<file path="src/source/eg_pkg.sv">
// envelope generator types shared by all blocks
// level, rate and register field typedefs, phase enum
// strobe and register structs
package eg_pkg;

    typedef logic [9:0]  eg_level_t;  // attenuation, 0 loudest, 3FF silent
    typedef logic [10:0] eg_wide_t;   // level with borrow or carry on top
    typedef logic [4:0]  eg_rate_t;   // {register rate, key-scale bit}
    typedef logic [3:0]  eg_reg4_t;   // one envelope register field

    // envelope phases
    typedef enum logic [1:0] {
        ATTACK,
        DECAY,
        SUSTAIN,
        RELEASE
    } eg_phase_e;

    // timer strobes, only meaningful on cen cycles
    typedef struct packed {
        logic sum_up;  // level may change on this sample
        logic step;    // fine rate step
    } eg_strobe_t;

    // register values as seen by the channel
    typedef struct packed {
        eg_reg4_t ar;  // attack rate
        eg_reg4_t dr;  // decay rate
        eg_reg4_t sl;  // sustain level, compared with level[9:6]
        eg_reg4_t rr;  // release rate
        logic     kbit; // key-scale bit
    } eg_regs_t;

endpackage

</file>
<file path="src/source/eg_attack_step.sv">
// attack path, exponential approach of attenuation toward zero
// result carries the borrow in its top bit
`timescale 1ns/100ps

module eg_attack_step (
    input  eg_pkg::eg_level_t eg_cur,
    input  eg_pkg::eg_rate_t  rate,
    input  logic              step,
    output eg_pkg::eg_wide_t  ar_result
);

    import eg_pkg::*;

    logic [3:0] r;
    logic [7:0] base;   // scaled down current level
    logic [8:0] inc;    // base plus one, so the level always reaches 0
    eg_level_t  sub;    // amount taken off this sample

    assign r = rate[4:1];

    always_comb begin
        // faster rates use a larger fraction of the level
        case (r)
            4'hb, 4'hc:       base = {1'b0, eg_cur[9:3]};
            4'hd, 4'he, 4'hf: base = eg_cur[9:2];
            default:          base = {2'b0, eg_cur[9:4]};
        endcase
        inc = {1'b0, base} + 9'd1;

        if (r == 4'he) begin
            sub = {inc, 1'b0};                       // always double
        end else if (r > 4'hb) begin
            sub = step ? {inc, 1'b0} : {1'b0, inc}; // C, D and F
        end else begin
            // lower rates take one inc per step, half the pace of the upper ones
            sub = step ? {1'b0, inc} : '0;
        end
    end

    assign ar_result = {1'b0, eg_cur} - {1'b0, sub}; // bit 10 set on borrow

endmodule

</file>
<file path="src/source/eg_channel.sv">
// one envelope generator channel
// timer, attack and decay paths, combiner and phase control
`timescale 1ns/100ps

module eg_channel #(
    parameter int CNT_W = 15  // envelope counter width
) (
    input  logic              clk,
    input  logic              rst,
    input  logic              cen,      // one cycle sample strobe
    input  logic              keyon,
    input  eg_pkg::eg_regs_t  regs,
    output eg_pkg::eg_level_t eg_level,
    output eg_pkg::eg_phase_e phase
);

    import eg_pkg::*;

    eg_level_t  eg_cur;     // registered level
    eg_level_t  eg_next;    // level for the next sample
    eg_rate_t   rate;       // rate of the active phase
    eg_strobe_t strb;
    eg_wide_t   ar_result;
    eg_wide_t   dr_result;
    logic       attack;

    eg_timer #(
        .CNT_W (CNT_W)
    ) eg_timer_inst (
        .clk  (clk),
        .rst  (rst),
        .cen  (cen),
        .rate (rate),
        .strb (strb)
    );

    eg_attack_step eg_attack_step_inst (
        .eg_cur    (eg_cur),
        .rate      (rate),
        .step      (strb.step),
        .ar_result (ar_result)
    );

    eg_decay_step eg_decay_step_inst (
        .eg_cur    (eg_cur),
        .rate      (rate),
        .step      (strb.step),
        .dr_result (dr_result)
    );

    eg_level_select eg_level_select_inst (
        .ar_result (ar_result),
        .dr_result (dr_result),
        .eg_cur    (eg_cur),
        .attack    (attack),
        .rate      (rate),
        .sum_up    (strb.sum_up),
        .eg_next   (eg_next)
    );

    eg_ctrl eg_ctrl_inst (
        .clk     (clk),
        .rst     (rst),
        .cen     (cen),
        .keyon   (keyon),
        .regs    (regs),
        .eg_next (eg_next),
        .eg_cur  (eg_cur),
        .rate    (rate),
        .attack  (attack),
        .phase   (phase)
    );

    assign eg_level = eg_cur; // level changes one clk after each cen

endmodule

</file>
<file path="src/source/eg_ctrl.sv">
// phase FSM with key on / key off handling
// rate selection and the attenuation register
`timescale 1ns/100ps

module eg_ctrl (
    input  logic              clk,
    input  logic              rst,
    input  logic              cen,
    input  logic              keyon,
    input  eg_pkg::eg_regs_t  regs,
    input  eg_pkg::eg_level_t eg_next,
    output eg_pkg::eg_level_t eg_cur,
    output eg_pkg::eg_rate_t  rate,
    output logic              attack,
    output eg_pkg::eg_phase_e phase
);

    import eg_pkg::*;

    logic     keyon_last;  // keyon seen on the previous sample
    eg_reg4_t rate_reg;    // register rate of the current phase

    always_ff @(posedge clk) begin
        if (rst) begin
            phase      <= RELEASE;
            eg_cur     <= 10'h3ff; // silent out of reset
            keyon_last <= 1'b0;
        end else if (cen) begin
            keyon_last <= keyon;
            eg_cur     <= eg_next;
            if (keyon && !keyon_last) begin
                phase <= ATTACK;      // key on restarts the envelope
            end else if (!keyon) begin
                phase <= RELEASE;
            end else begin
                case (phase)
                    ATTACK: begin
                        if (eg_next == 10'd0)
                            phase <= DECAY;
                    end
                    DECAY: begin
                        if (eg_next[9:6] >= regs.sl) // sustain level in coarse steps
                            phase <= SUSTAIN;
                    end
                    default: begin
                        phase <= phase; // sustain and release hold until keyon changes
                    end
                endcase
            end
        end
    end

    always_comb begin
        case (phase)
            ATTACK:  rate_reg = regs.ar;
            DECAY:   rate_reg = regs.dr;
            SUSTAIN: rate_reg = 4'd0;    // rate 0 keeps the level
            default: rate_reg = regs.rr;
        endcase
    end

    assign rate   = {rate_reg, regs.kbit};
    assign attack = (phase == ATTACK);

    // sustain ends only by a key event
    sustain_exit_a : assert property (
        @(posedge clk) disable iff (rst)
        phase == SUSTAIN |=> phase inside {SUSTAIN, RELEASE, ATTACK}
    ) else $error("phase left SUSTAIN toward DECAY");

endmodule

</file>
<file path="src/source/eg_decay_step.sv">
// decay path, linear rise of attenuation toward 3FF
// result carries the carry in its top bit
`timescale 1ns/100ps

module eg_decay_step (
    input  eg_pkg::eg_level_t eg_cur,
    input  eg_pkg::eg_rate_t  rate,
    input  logic              step,
    output eg_pkg::eg_wide_t  dr_result
);

    logic [3:0] inc;  // added this sample

    always_comb begin
        case (rate[4:1])
            4'hc:    inc = {2'b0, step, ~step};        // 1 or 2
            4'hd:    inc = {1'b0, step, ~step, 1'b0};  // 2 or 4
            4'he:    inc = {step, ~step, 2'b0};        // 4 or 8
            4'hf:    inc = 4'd8;
            default: inc = {2'b0, step, 1'b0};         // 0 or 2
        endcase
    end

    assign dr_result = {1'b0, eg_cur} + {7'd0, inc};

    // decay never lowers the attenuation, even past the carry
    always_comb begin
        dr_rise_a : assert final (dr_result >= {1'b0, eg_cur})
            else $error("decay result below current level");
    end

endmodule

</file>
<file path="src/source/eg_level_select.sv">
// combiner for the attack and decay results
// hold without sum_up, clamps at 0 and 3FF, instant attack at rate 1F
`timescale 1ns/100ps

module eg_level_select (
    input  eg_pkg::eg_wide_t  ar_result,
    input  eg_pkg::eg_wide_t  dr_result,
    input  eg_pkg::eg_level_t eg_cur,
    input  logic              attack,   // high in ATTACK
    input  eg_pkg::eg_rate_t  rate,
    input  logic              sum_up,
    output eg_pkg::eg_level_t eg_next
);

    import eg_pkg::*;

    eg_level_t pre_fast;  // level before the instant attack override

    always_comb begin
        if (!sum_up) begin
            pre_fast = eg_cur;                                  // no update this sample
        end else if (attack) begin
            pre_fast = ar_result[10] ? 10'd0 : ar_result[9:0];   // borrow clamps at loudest
        end else begin
            pre_fast = dr_result[10] ? 10'h3ff : dr_result[9:0]; // carry clamps at silent
        end
    end

    // top attack rate jumps straight to full volume
    assign eg_next = (attack && rate == 5'h1f) ? 10'd0 : pre_fast;

    // attack only ever makes the note louder
    always_comb begin
        attack_down_a : assert final (!attack || eg_next <= eg_cur)
            else $error("attack raised the attenuation");
    end

endmodule

</file>
<file path="src/source/eg_timer.sv">
// global envelope counter
// sum_up and step strobe generation from counter and rate
`timescale 1ns/100ps

module eg_timer #(
    parameter int CNT_W = 15  // envelope counter width
) (
    input  logic               clk,
    input  logic               rst,
    input  logic               cen,   // sample strobe
    input  eg_pkg::eg_rate_t   rate,
    output eg_pkg::eg_strobe_t strb
);

    logic [CNT_W-1:0] cnt;       // global envelope counter
    logic [CNT_W-1:0] cnt_sh;    // counter shifted down by shift
    logic [CNT_W-1:0] low_mask;  // ones below bit position shift
    logic [3:0]       r;         // register part of the rate
    logic [3:0]       shift;
    logic [2:0]       idx;       // position in the step pattern
    logic [7:0]       pattern;

    // counter moves once per sample
    always_ff @(posedge clk) begin
        if (rst) begin
            cnt <= '0;
        end else if (cen) begin
            cnt <= cnt + 1'b1;
        end
    end

    assign r = rate[4:1];

    // slow rates look further up the counter
    assign shift = (r >= 4'd11) ? 4'd0 : 4'd11 - r;

    assign low_mask = ({{(CNT_W-1){1'b0}}, 1'b1} << shift) - 1'b1;
    assign cnt_sh   = cnt >> shift;
    assign idx      = cnt_sh[2:0];

    // key-scale adds the extra step per group of four
    assign pattern = rate[0] ? 8'b11101110 : 8'b10101010;

    always_comb begin
        strb.sum_up = (r != 4'd0) && ((cnt & low_mask) == '0); // rate 0 never moves
        strb.step   = pattern[3'd7 - idx];                       // index 0 is the msb
    end

    // between samples the counter must not move
    cnt_hold_a : assert property (
        @(posedge clk) disable iff (rst)
        !cen |=> $stable(cnt)
    ) else $error("envelope counter moved without cen");

endmodule

</file>
<file path="config.mk">
export PLATFORM = sky130hd
export DESIGN_NAME = eg_channel
export DESIGN_NICKNAME = d
export VERILOG_FILES = /design/src/source/eg_pkg.sv /design/src/source/eg_attack_step.sv /design/src/source/eg_channel.sv /design/src/source/eg_ctrl.sv /design/src/source/eg_decay_step.sv /design/src/source/eg_level_select.sv /design/src/source/eg_timer.sv
export SDC_FILE = /design/constraint.sdc
export NUM_CORES = 1
export LEC_CHECK = 0
export BUFFER_PORTS_ARGS = -buffer_cell sky130_fd_sc_hd__buf_2
export CAP_MARGIN = 20
export CORE_UTILIZATION = 50
export CTS_CLUSTER_DIAMETER = 30
export DETAILED_ROUTE_END_ITERATION = 12
export PLACE_DENSITY = 0.79
export REMOVE_ABC_BUFFERS = 1
export SYNTH_ARGS = -nofsm -noshare
export SYNTH_HDL_FRONTEND = slang
export SYNTH_SLANG_ARGS = --single-unit
</file>
<file path="constraint.sdc">
create_clock -name clk -period 7.4 [get_ports clk]
set_input_delay 0.74 -clock clk [delete_from_list [all_inputs] [get_ports clk]]
set_output_delay 0.74 -clock clk [all_outputs]
set_load 0.01 [all_outputs]
</file>
**Yosys cells after proc, flatten, opt, wreduce, memory -nomap -nowiden**

Index checks and enable logic that the tools add are counted.

- $add $sub $neg: 7
- Magnitude comparators: 4
- Equal/unequal tests: 11
- Shifts and indexed selects: 2
- Mux-type cells: 21
- Bitwise operators: 2
- Reductions and logical operators: 11

Operators by type and width:

| operator | number |
|---|---|
| two-way mux 10 bit | 8 |
| equality test 4 bit, second input constant | 5 |
| one-hot mux 4 bit (4 select lines) | 1 |
| one-hot mux 8 bit (2 select lines) | 1 |
| adder 15 x 1 -> 15 bit, second input constant | 1 |
| AND 15 bit | 1 |
| zero test 15 bit | 1 |
| << shifter 1 x 4 -> 15 bit, first input constant | 1 |
| >> shifter 15 x 4 -> 3 bit | 1 |
| subtractor 15 x 1 -> 15 bit, second input constant | 1 |
| one-hot mux 4 bit (3 select lines) | 1 |
| adder 10 x 4 -> 11 bit | 1 |
| subtractor 10 x 10 -> 11 bit | 1 |
| zero test 10 bit | 1 |
| adder 8 x 1 -> 9 bit, second input constant | 1 |
| two-way mux 9 bit | 1 |
| two-way mux 2 bit | 4 |
| != test 4 x 2 -> 1 bit, second input constant | 2 |
| two-way mux 7 bit | 1 |
| equality test 5 bit, second input constant | 1 |
| greater-or-equal comparator 4 bit | 1 |
| greater-or-equal comparator 4 bit, second input constant | 1 |
| > comparator 4 bit, second input constant | 1 |
| < comparator 3 x 4 -> 1 bit, second input constant | 1 |
| other kinds (17) | 19 |

- Register bits after elaboration: 28
- Input port bits: 21
- Output and inout bits: 12
- Word-level logic and storage cells: 62

**Longest topological paths before layout**

Gate-level depths: netlist of run 1.

- Depth in word-level cells: 21
- Gate-level depth with buffers: 29
- Mapped depth without buffers: 27

**By module**

A second synthesis of run 1 with hierarchy kept.

- Cell total of the unflattened synthesis: 490
- Area total of the unflattened synthesis: 3626.0 sq um

Modules (own cells, without submodules):

| module | instances | cells an instance | area an instance (sq um) | seq. area each (sq um) |
|---|---|---|---|---|
| eg_timer | 1 | 146 | 1153.6 | 300.3 |
| eg_attack_step | 1 | 158 | 1088.5 | 0.0 |
| eg_ctrl | 1 | 85 | 748.2 | 260.2 |
| eg_decay_step | 1 | 52 | 367.9 | 0.0 |
| eg_level_select | 1 | 49 | 267.8 | 0.0 |

**Worst setup path after synthesis of run 1**

OpenSTA, ideal clock, no wires.

- Path type: input -> register
- From: in regs[9] (netlist name)
- To: reg eg_ctrl_inst.phase[0]
- Library setup time: 0.129 ns
- Arrival: 6.217 ns
- Required time: 7.271 ns
- Setup slack: 1.053 ns
- Cell stages on the path: 27
- Path buffers: 0
- Cell sequence: mux2_4 a22oi_4 mux4_2 inv_1 a2111oi_0 a211oi_1 or2_2 o21a_1 nor2_1 ha_1 fa_1 nor2b_1 o2111a_1 o31ai_1 o21ai_0 nor2_1 a211oi_1 o21ai_0 nor2_1 ha_1 a21o_1 a21o_1 a211oi_1 o211ai_1 nand4b_1 o41ai_4 mux2i_1

- Longest elaborated chain between the ends: 18
- Elaborated cells on any way between the ends: 44
- Classes of those cells: add/sub (6); order compare (3); eq/ne (8); shift (2); mux (15); bitwise (2); reduce/logical (8)

Ends and longest elaborated chain:

| item | RTL line | text |
|---|---|---|
| start, declared | eg_channel.sv:12 | `input eg_pkg::eg_regs_t regs,` |
| one-hot mux 4 bit (3 select lines) * | eg_ctrl.sv:54 | `case (phase)` |
| subtractor 4 bit / greater-or-equal comparator 4 bit (equally long branches) | eg_timer.sv:35 | `assign shift = (r >= 4'd11) ? 4'd0 : 4'd11 - r;` |
| two-way mux 4 bit | eg_timer.sv:35 |  |
| >> shifter 15 x 4 -> 3 bit | eg_timer.sv:38 | `assign cnt_sh = cnt >> shift;` |
| subtractor 3 bit | eg_timer.sv:46 | `strb.step = pattern[3'd7 - idx];` |
| binary-select mux 1 bit (select 3 bit) | eg_timer.sv:46 |  |
| two-way mux 1 bit (implied by the code) | eg_timer.sv:46 |  |
| two-way mux 9 bit / two-way mux 10 bit (equally long branches) | eg_attack_step.sv:36, eg_attack_step.sv:33 |  |
| [... 3 more ...] | n/a |  |
| two-way mux 10 bit | eg_level_select.sv:23 | `pre_fast = ar_result[10] ? 10'd0 : ar_result[9:0];` |
| two-way mux 10 bit | eg_level_select.sv:22 | `end else if (attack) begin` |
| two-way mux 10 bit | eg_level_select.sv:20 | `if (!sum_up) begin` |
| two-way mux 10 bit * | eg_level_select.sv:30 | `assign eg_next = (attack && rate == 5'h1f) ? 10'd0 : pre_fast;` |
| net eg_ctrl_inst.eg_next[7] | eg_ctrl.sv:11 | `input eg_pkg::eg_level_t eg_next,` |
| greater-or-equal comparator 4 bit / zero test 10 bit (equally long branches) | eg_ctrl.sv:42, eg_ctrl.sv:38 |  |
| != test 4 x 2 -> 1 bit (no source line) | n/a |  |
| AND reduction 4 bit (no source line) * | n/a |  |
| end signal, assigned | eg_ctrl.sv:46 | `phase <= phase;` |
| end, declared | eg_ctrl.sv:15 | `output eg_pkg::eg_phase_e phase` |

Mark *: on every way through the listed nets, which the timed path passes. The rest lies on a longest branch. The select of a mux whose other input is x is not followed.
A chain may end at the register's enable or synchronous reset.

**Worst setup path in the final report of run 1**

- From: reg eg_ctrl_inst.phase[1]
- To: reg eg_ctrl_inst.phase[1]

- Longest elaborated chain between the ends: 19
- Elaborated cells on any way between the ends: 51
- Classes of those cells: add/sub (6); order compare (3); eq/ne (11); shift (2); mux (18); bitwise (2); reduce/logical (9)

Ends and longest elaborated chain:

| item | RTL line |
|---|---|
| equality test 2 bit, or another cell as far along | eg_ctrl.sv:54 |
| one-hot mux 4 bit (3 select lines) | eg_ctrl.sv:54 |
| subtractor 4 bit / greater-or-equal comparator 4 bit (equally long branches) | eg_timer.sv:35 |
| two-way mux 4 bit | eg_timer.sv:35 |
| >> shifter 15 x 4 -> 3 bit | eg_timer.sv:38 |
| subtractor 3 bit | eg_timer.sv:46 |
| binary-select mux 1 bit (select 3 bit) | eg_timer.sv:46 |
| two-way mux 1 bit (implied by the code) | eg_timer.sv:46 |
| [... 4 more ...] | n/a |
| two-way mux 10 bit | eg_level_select.sv:23 |
| two-way mux 10 bit | eg_level_select.sv:22 |
| two-way mux 10 bit | eg_level_select.sv:20 |
| two-way mux 10 bit * | eg_level_select.sv:30 |
| net eg_ctrl_inst.eg_next[7] | eg_ctrl.sv:11 |
| greater-or-equal comparator 4 bit / zero test 10 bit (equally long branches) | eg_ctrl.sv:42, eg_ctrl.sv:38 |
| != test 4 x 2 -> 1 bit (no source line) | n/a |
| AND reduction 4 bit (no source line) * | n/a |

Marks and branches as above.

==> results of run 1 <==
==> synth_stat cells (4+ instances only) <==
cell	number	share of area, %
dfxtp_1	28	17
mux2i_1	7	2.2
o22a_1	4	1.1
mux2_2	4	1.4
nor4_1	6	1.2
or2_2	5	0.96
xnor2_1	12	3.2
a211oi_1	7	1.6
nand2b_1	6	1.2
buf_2	4	0.61
nand4_1	4	0.77
a21boi_0	4	0.92
o31ai_1	8	1.8
o21ai_0	19	2.9
nor3_1	14	2.2
a21oi_1	28	4.3
inv_1	24	2.8
xor2_1	16	4.3
nand3_1	16	2.5
o21a_1	6	1.4
nor2b_1	4	0.77
nand2_1	35	4.0
and3_1	4	0.77
a221o_1	10	3.1
a21o_1	7	1.6
clkbuf_1	14	1.6
a221oi_1	4	1.1
ha_1	21	8.1
a31oi_1	4	0.77
o211ai_1	5	1.2
nor2_1	49	5.6
==> cells in the final DEF (no fill, tap or decap), types with 7 or more instances in the layout <==
master	count
a21o_1	7
nand2_1	35
nor3_1	14
xnor2_1	12
dfxtp_1	28
o31ai_1	8
o21ai_0	19
a21oi_1	27
a221o_1	10
nand3_1	16
mux2i_1	7
a211oi_1	7
nor2_1	49
buf_4	11
inv_1	24
xor2_1	16
buf_2	32
ha_1	21
==> registers in the layout, summed over array words and instances, names as in the netlist <==
register,flops
eg_ctrl_inst.keyon_last,1
eg_ctrl_inst.phase,2
eg_timer_inst.cnt,15
eg_ctrl_inst.eg_cur,10
==> per-stage QoR <==
step           power [mW]  hold WS, ns  instance area (sq um)  instances
2_1_floorplan       0.628        0.480                   3150        410
3_3_place_gp        0.746        0.495                   3450        524
3_5_place_dp        0.759        0.526                   3450        524
4_1_cts             0.890        0.552                   3520        528
5_1_grt             0.980        0.595                   3590        535
6_report            0.906        0.535                   3590        535
==> area by class of cell <==
type	count	area, sq um
clock buffers	3	41.3
clock inverters	1	30.0
fillers	588	2730
inverters	24	90.1
multi-input cells	358	2500
flip-flops and latches	28	561
well taps	77	96.3
repair buffers	44	263
==> layer usage <==
| layer | vias to the layer above | share of wire, % | GRT usage [%] |
|---|---|---|---|
| li1 | 1653 | - | - |
| met1 | 1587 | 45 | 37.8 |
| met2 | 169 | 45 | 44.1 |
| met3 | 20 | 7.7 | 2.31 |
| met4 | 0 | 1.9 | 8.45 |
| met5 | - | 0 | 0 |
==> cell families (layout without fill, tap and decap cells) <==
kind of cell,after synthesis,count (layout),synth area share [%]
and+or+nand+nor,155,155,23.0
xor gates and xnor gates,28,28,7.53
AOI/OAI and AO/OA,135,135,30.5
DFF,28,28,17.2
adders and majority gates,23,23,9.29
buffers and inverters,45,72,6.03
muxes,17,17,6.45
==> critical path, cell delays in order, from the launching register on <==
cell      delay, ns
dfxtp_1        0.67
mux2_2         0.41
a22oi_1        0.41
o21ai_2        0.21
a211o_1        0.34
nor4_1         0.25
a211oi_1       0.10
or2_2          0.35
o21a_1         0.28
o22ai_1        0.30
inv_1          0.08
ha_1           0.27
nor2b_1        0.14
o31a_1         0.27
o211ai_1       0.32
a21boi_0       0.18
xnor2_1        0.15
a211oi_1       0.27
o21ai_0        0.11
nor2_1         0.30
ha_1           0.30
a21o_1         0.15
a21o_1         0.17
a211oi_1       0.22
o211ai_1       0.13
nand4b_1       0.18
o41ai_4        0.09
mux2i_1        0.14
==> what timing repair did <==
item | in CTS | in global routing
setup buffers | 0 | 7
resized for setup | 0 | 1
setup endpoints to repair | 0 | 2
==> where the power goes <==
part	switching [mW]	internal [mW]	total (mW)
combinational	0.332	0.254	0.586
sequential	0.0292	0.162	0.191
clock	0.0557	0.0726	0.128
==> path summary, 6_finish.rpt <==
path / from / to / slack, ns
setup / recovery: eg_ctrl_inst.phase[1] / eg_ctrl_inst.phase[1] / 0.48
hold / removal: eg_timer_inst.cnt[13] / eg_timer_inst.cnt[13] / 0.53
setup reg to reg: eg_ctrl_inst.phase[1] / eg_ctrl_inst.phase[1] / 0.48
hold reg to reg: eg_timer_inst.cnt[13] / eg_timer_inst.cnt[13] / 0.53
==> reports/summary.txt, run 1 <==
asr flop ratio synth - 0%
P_leak - 1.48 nW
Vert. Die Dim - 82.7 um
dpl hpwl - 6550 um
Routed Antenna Nets - 0
share of layout cells above drive strength 1 - 15.3%
synth-to-layout area growth - 10.1%
Crit path arrival time - 7.09 ns
Tcrit/Tclk final - 93.5%
critical path type - reg2reg
H-tree Lvls - 1
number of detailed-route iterations in the first pass - 9
Placer Congestion - 0.932
Mapped Area - 3260 sq um
clk slew on worst S/H paths - 0.11 ns
Overflow after GRT - 0
total track usage - 27.2%
Sink Count - 28
final setup TNS - 0 ns
reported max-cap violation count - 0
status - complete, but fails checks
post-synthesis sequential area ratio - 17.2%
Nets - 503
clock skew after layout - 0.00368 ns
clock buffer depth - 2
relative slew slack - 48.5%
Root Buffer - clkbuf_8
post-layout min period - 6.92 ns
TritonCTS clock tree - built
Final setup viols - 0
vias in the first global route - 2982
final WL - 8700 um
first-pass GRT wire length - 14400 um
Critical Path Fanout Max - 12
power density over cell area - 253 nW/um^2
Synthesis Warnings - 0
ant diodes - 0
peak supply drop - 174 uV
number of synthesized flops with an enable pin - 0
via count - 3429
Hold Vio Cnt, Final - 0
hold crit path type - reg2reg
worst-skew pair later-pin latency - 0.29 ns
WP data required - 7.58 ns
ys flop type - dfxtp_1
IO Port Bufs - 32
critical path launch point type - flip-flop
RSZ-0062 raised after global routing - no
count of hold-fix buffers inserted at cts - 0
# rows - 29
final core occ - 56.8%
synthesized flop and latch total - 28
worst-margin pin slew - 0.758 ns
# DRC - 2
via density per instance - 6.41
Cell variety after synth - 66
initial antenna violation count - 0
total CTS buffers - 3
R2R depth - 27
violations in the final reports - DRC
Core ar. - 6310 sq um
Setup WS post-layout - 0.484 ns
Synth Instances - 431
final slew viol count - 0
Peak Freq - 145 MHz
hold path depth - 2
largest net degree at the start of global routing - 26
drt wl/cell - 16.3 um
Syn Area/Cell - 7.56 sq um
area of the die - 6840 sq um
initial DRC count - 358
Initial Utilization - 51.6%
Die Wd - 82.7 um
Setup crit end kind - flip-flop
Setup WS pre-CTS - 0.477 ns
Ports - 33
No activity file was read; power rests on OpenSTA's default activity.
==> run 2, diff against run 1 <==
--- a/config.mk
+++ b/config.mk
@@ -7,6 +7,7 @@
 export LEC_CHECK = 0
 export BUFFER_PORTS_ARGS = -buffer_cell sky130_fd_sc_hd__buf_2
 export CAP_MARGIN = 20
+export CORE_MARGIN = 3
 export CORE_UTILIZATION = 50
 export CTS_CLUSTER_DIAMETER = 30
 export DETAILED_ROUTE_END_ITERATION = 12
==> constraint.sdc (replaced) <==
create_clock -name clk -period 8.2 [get_ports clk]
set_input_delay 0.82 -clock clk [delete_from_list [all_inputs] [get_ports clk]]
set_output_delay 0.82 -clock clk [all_outputs]
set_load 0.01 [all_outputs]
==> reports/summary.txt, run 2 (synthesized netlist as in run 1, its figures left out) <==
status - finished clean
total power - 0.788 mW (-13%)
Hold Vio Cnt, Final - 0 (unchanged)
ant diodes - 0 (unchanged)
sequential share of power - 22.1% (+1.0 points)
synth-to-layout area growth - 6.22%
Root Buffer - clkbuf_8
Sw Share - 48.0% (+2.0 points)
most frequent cells in the layout - nor2_1 (49), nand2_1 (35), buf_2 (32)
via count - 3373 (-1.6%)
Sink Count - 28 (unchanged)
drt wl/cell - 16.9 um (+4.1%)
post-CTS sizing - 0 (unchanged)
H-tree Lvls - 1 (unchanged)
initial antenna violation count - 0 (unchanged)
clock skew after layout - 0.00913 ns (+0.00546 ns)
hold crit path type - reg2reg
Top reg by flops - eg_timer_inst.cnt
placed standard-cell area - 3410 sq um (-1.2%)
final WL - 8820 um (+1.4%)
Initial Utilization - 53.1% (+1.5 points)
Crit path arrival time - 7.65 ns (+0.56 ns)
Core ar. - 6130 sq um (-2.9%)
final slew viol count - 0 (unchanged)
count of hold-fix buffers inserted at cts - 0 (unchanged)
via density per instance - 6.47 (+1.0%)
clk slew on worst S/H paths - 0.11 ns (about the same)
worst-skew pair later-pin latency - 0.29 ns (about the same)
post-CTS setup buffer count - 0 (unchanged)
# rows - 28 (-3.4%)
peak supply drop - 166 uV (-4.6%)
vias in the first global route - 3152 (+5.7%)
total CTS buffers - 3 (unchanged)
clock share of power - 11.9% (-2.3 points)
relative slew slack - 38.7% (-9.8 points)
initial DRC count - 259 (-28%)
power density over cell area - 228 nW/um^2 (-9.9%)
Buf/Inv on CP - 0 (-1)
area of the die - 7520 sq um (+9.9%)
dpl hpwl - 6480 um (-0.98%)
largest net degree at the start of global routing - 26 (unchanged)
Sw Pwr - 0.378 mW (-9.3%)
FILL cells - 555 (-5.6%)
share of layout cells above drive strength 1 - 12.8% (-2.5 points)
post-layout min period - 7.46 ns (+0.549 ns)
worst-margin pin slew - 0.919 ns (+0.162 ns)
Largest register FFs - 15 (unchanged)
Die Wd - 86.7 um (+4.8%)
Overflow after GRT - 0 (unchanged)
Peak Freq - 134 MHz (-7.4%)
critical path launch point type - flip-flop
Nets - 491 (-2.4%)
P_leak - 1.41 nW (-4.7%)
clock buffer depth - 2 (unchanged)
number of detailed-route iterations in the first pass - 5 (-4)
Largest regs - eg_timer_inst.cnt (15), eg_ctrl_inst.eg_cur (10), eg_ctrl_inst.phase (2)
Final Cell Area - 3460 sq um (-3.5%)
TritonCTS clock tree - built
Final setup viols - 0 (unchanged)
total track usage - 24.4% (-2.8 points)
critical path type - reg2reg
multi-input logic area - 2500 sq um (-0.15%)
Placer Congestion - 0.955 (+2.4%)
slowest stage cell, crit path - a22oi_1
reported max-cap violation count - 0 (unchanged)
IO Port Bufs - 32 (unchanged)
Tcrit/Tclk final - 91.0% (-2.4 points)
Reg area - 561 sq um (unchanged)
part of the power in combinational logic - 66.0% (+1.3 points)
commonest non-fill, non-tap cell in the layout - nor2_1
Routed Antenna Nets - 0 (unchanged)
Vert. Die Dim - 86.7 um (+4.8%)
top cell family by delay on the critical path - compound AO/OA/AOI/OAI gates
Critical Path Fanout Max - 18 (+6)
Ports - 33 (unchanged)
cell-internal power - 0.410 mW (-16%)
first-pass GRT wire length - 14900 um (+3.1%)
RSZ-0062 raised after global routing - no
final setup TNS - 0 ns (unchanged)
# DRC - 0 (-2)
slowest stage delay, CP - 0.80 ns (+0.13 ns)
WP data required - 8.38 ns (+0.80 ns)
Setup crit end kind - flip-flop
[run 2: changes by cell type in the layout (fill, tap and decap cells not counted), sizes merged]
cell and change:
buf -12, bufinv -1, clkbuf +1
[run 2: stage by stage]
step | hold slack (ns) | cells | setup WS, ns | util (%)
after CTS | 0.536 | 521 | 0.933 | 56.4
after floorplan | 0.480 | 410 | 1.62 | -
after detailed placement | 0.513 | 517 | 0.852 | 55.6
after global routing | 0.560 | 521 | 0.104 | 56.4
after global placement | 0.495 | 517 | 1.00 | 55.6
final | 0.537 | 521 | 0.735 | 56.4
[run 2: routing by layer]
metal,vias to the layer above,track usage (%),part of all wire (%)
li1,1632,-,-
met1,1554,34.4,45
met3,13,2.28,7.7
met2,174,38.7,46
met5,-,0,0
met4,0,8.50,1.7
[run 2: path summary, 6_finish.rpt]
check	startpoint	slack (ns)	endpoint	cells past startpoint
max	eg_ctrl_inst.phase[0]	0.74	eg_ctrl_inst.phase[0]	27
min	eg_timer_inst.cnt[13]	0.54	eg_timer_inst.cnt[13]	2
min reg2reg	eg_timer_inst.cnt[13]	0.54	eg_timer_inst.cnt[13]	2
max reg2reg	eg_ctrl_inst.phase[0]	0.74	eg_ctrl_inst.phase[0]	27
[run 2: area by class of cell]
class | instances | area share, %
Timing Repair Buffer | 32 | 4.63
Clock buffer | 4 | 1.59
Inverter | 24 | 2.60
Tap cell | 75 | 2.71
Multi-Input combinational cell | 358 | 72.3
Sequential cell | 28 | 16.2
[run 2: worst register-to-register path, cell delays in order, from the launching register on]
cell and delay (ns):
dfxtp_1 0.75, nor2_4 0.25, a22oi_1 0.80, o22ai_1 0.23
a21oi_1 0.21, a2111oi_0 0.12, a211oi_1 0.68, or2_2 0.28
o21a_1 0.28, nor2_1 0.08, ha_1 0.21, fa_1 0.40
nor2b_1 0.18, o2111a_1 0.22, o31ai_1 0.12, o21ai_0 0.37
nor2_1 0.14, a211oi_1 0.27, o21ai_0 0.11, nor2_1 0.28
ha_1 0.30, a21o_1 0.16, a21o_1 0.17, a211oi_1 0.23
o211ai_1 0.13, nand4b_1 0.18, o41ai_4 0.09, mux2i_1 0.13
[run 2: power by group through the flow]
stage / Sequential (mW) / Combinational, mW / Clock, mW
5_1_grt: 0.177 / 0.581 / 0.100
3_3_place_gp: 0.176 / 0.493 / 0
2_1_floorplan: 0.172 / 0.395 / 0
6_report: 0.174 / 0.520 / 0.0934
4_1_cts: 0.173 / 0.509 / 0.0940
3_5_place_dp: 0.176 / 0.503 / 0
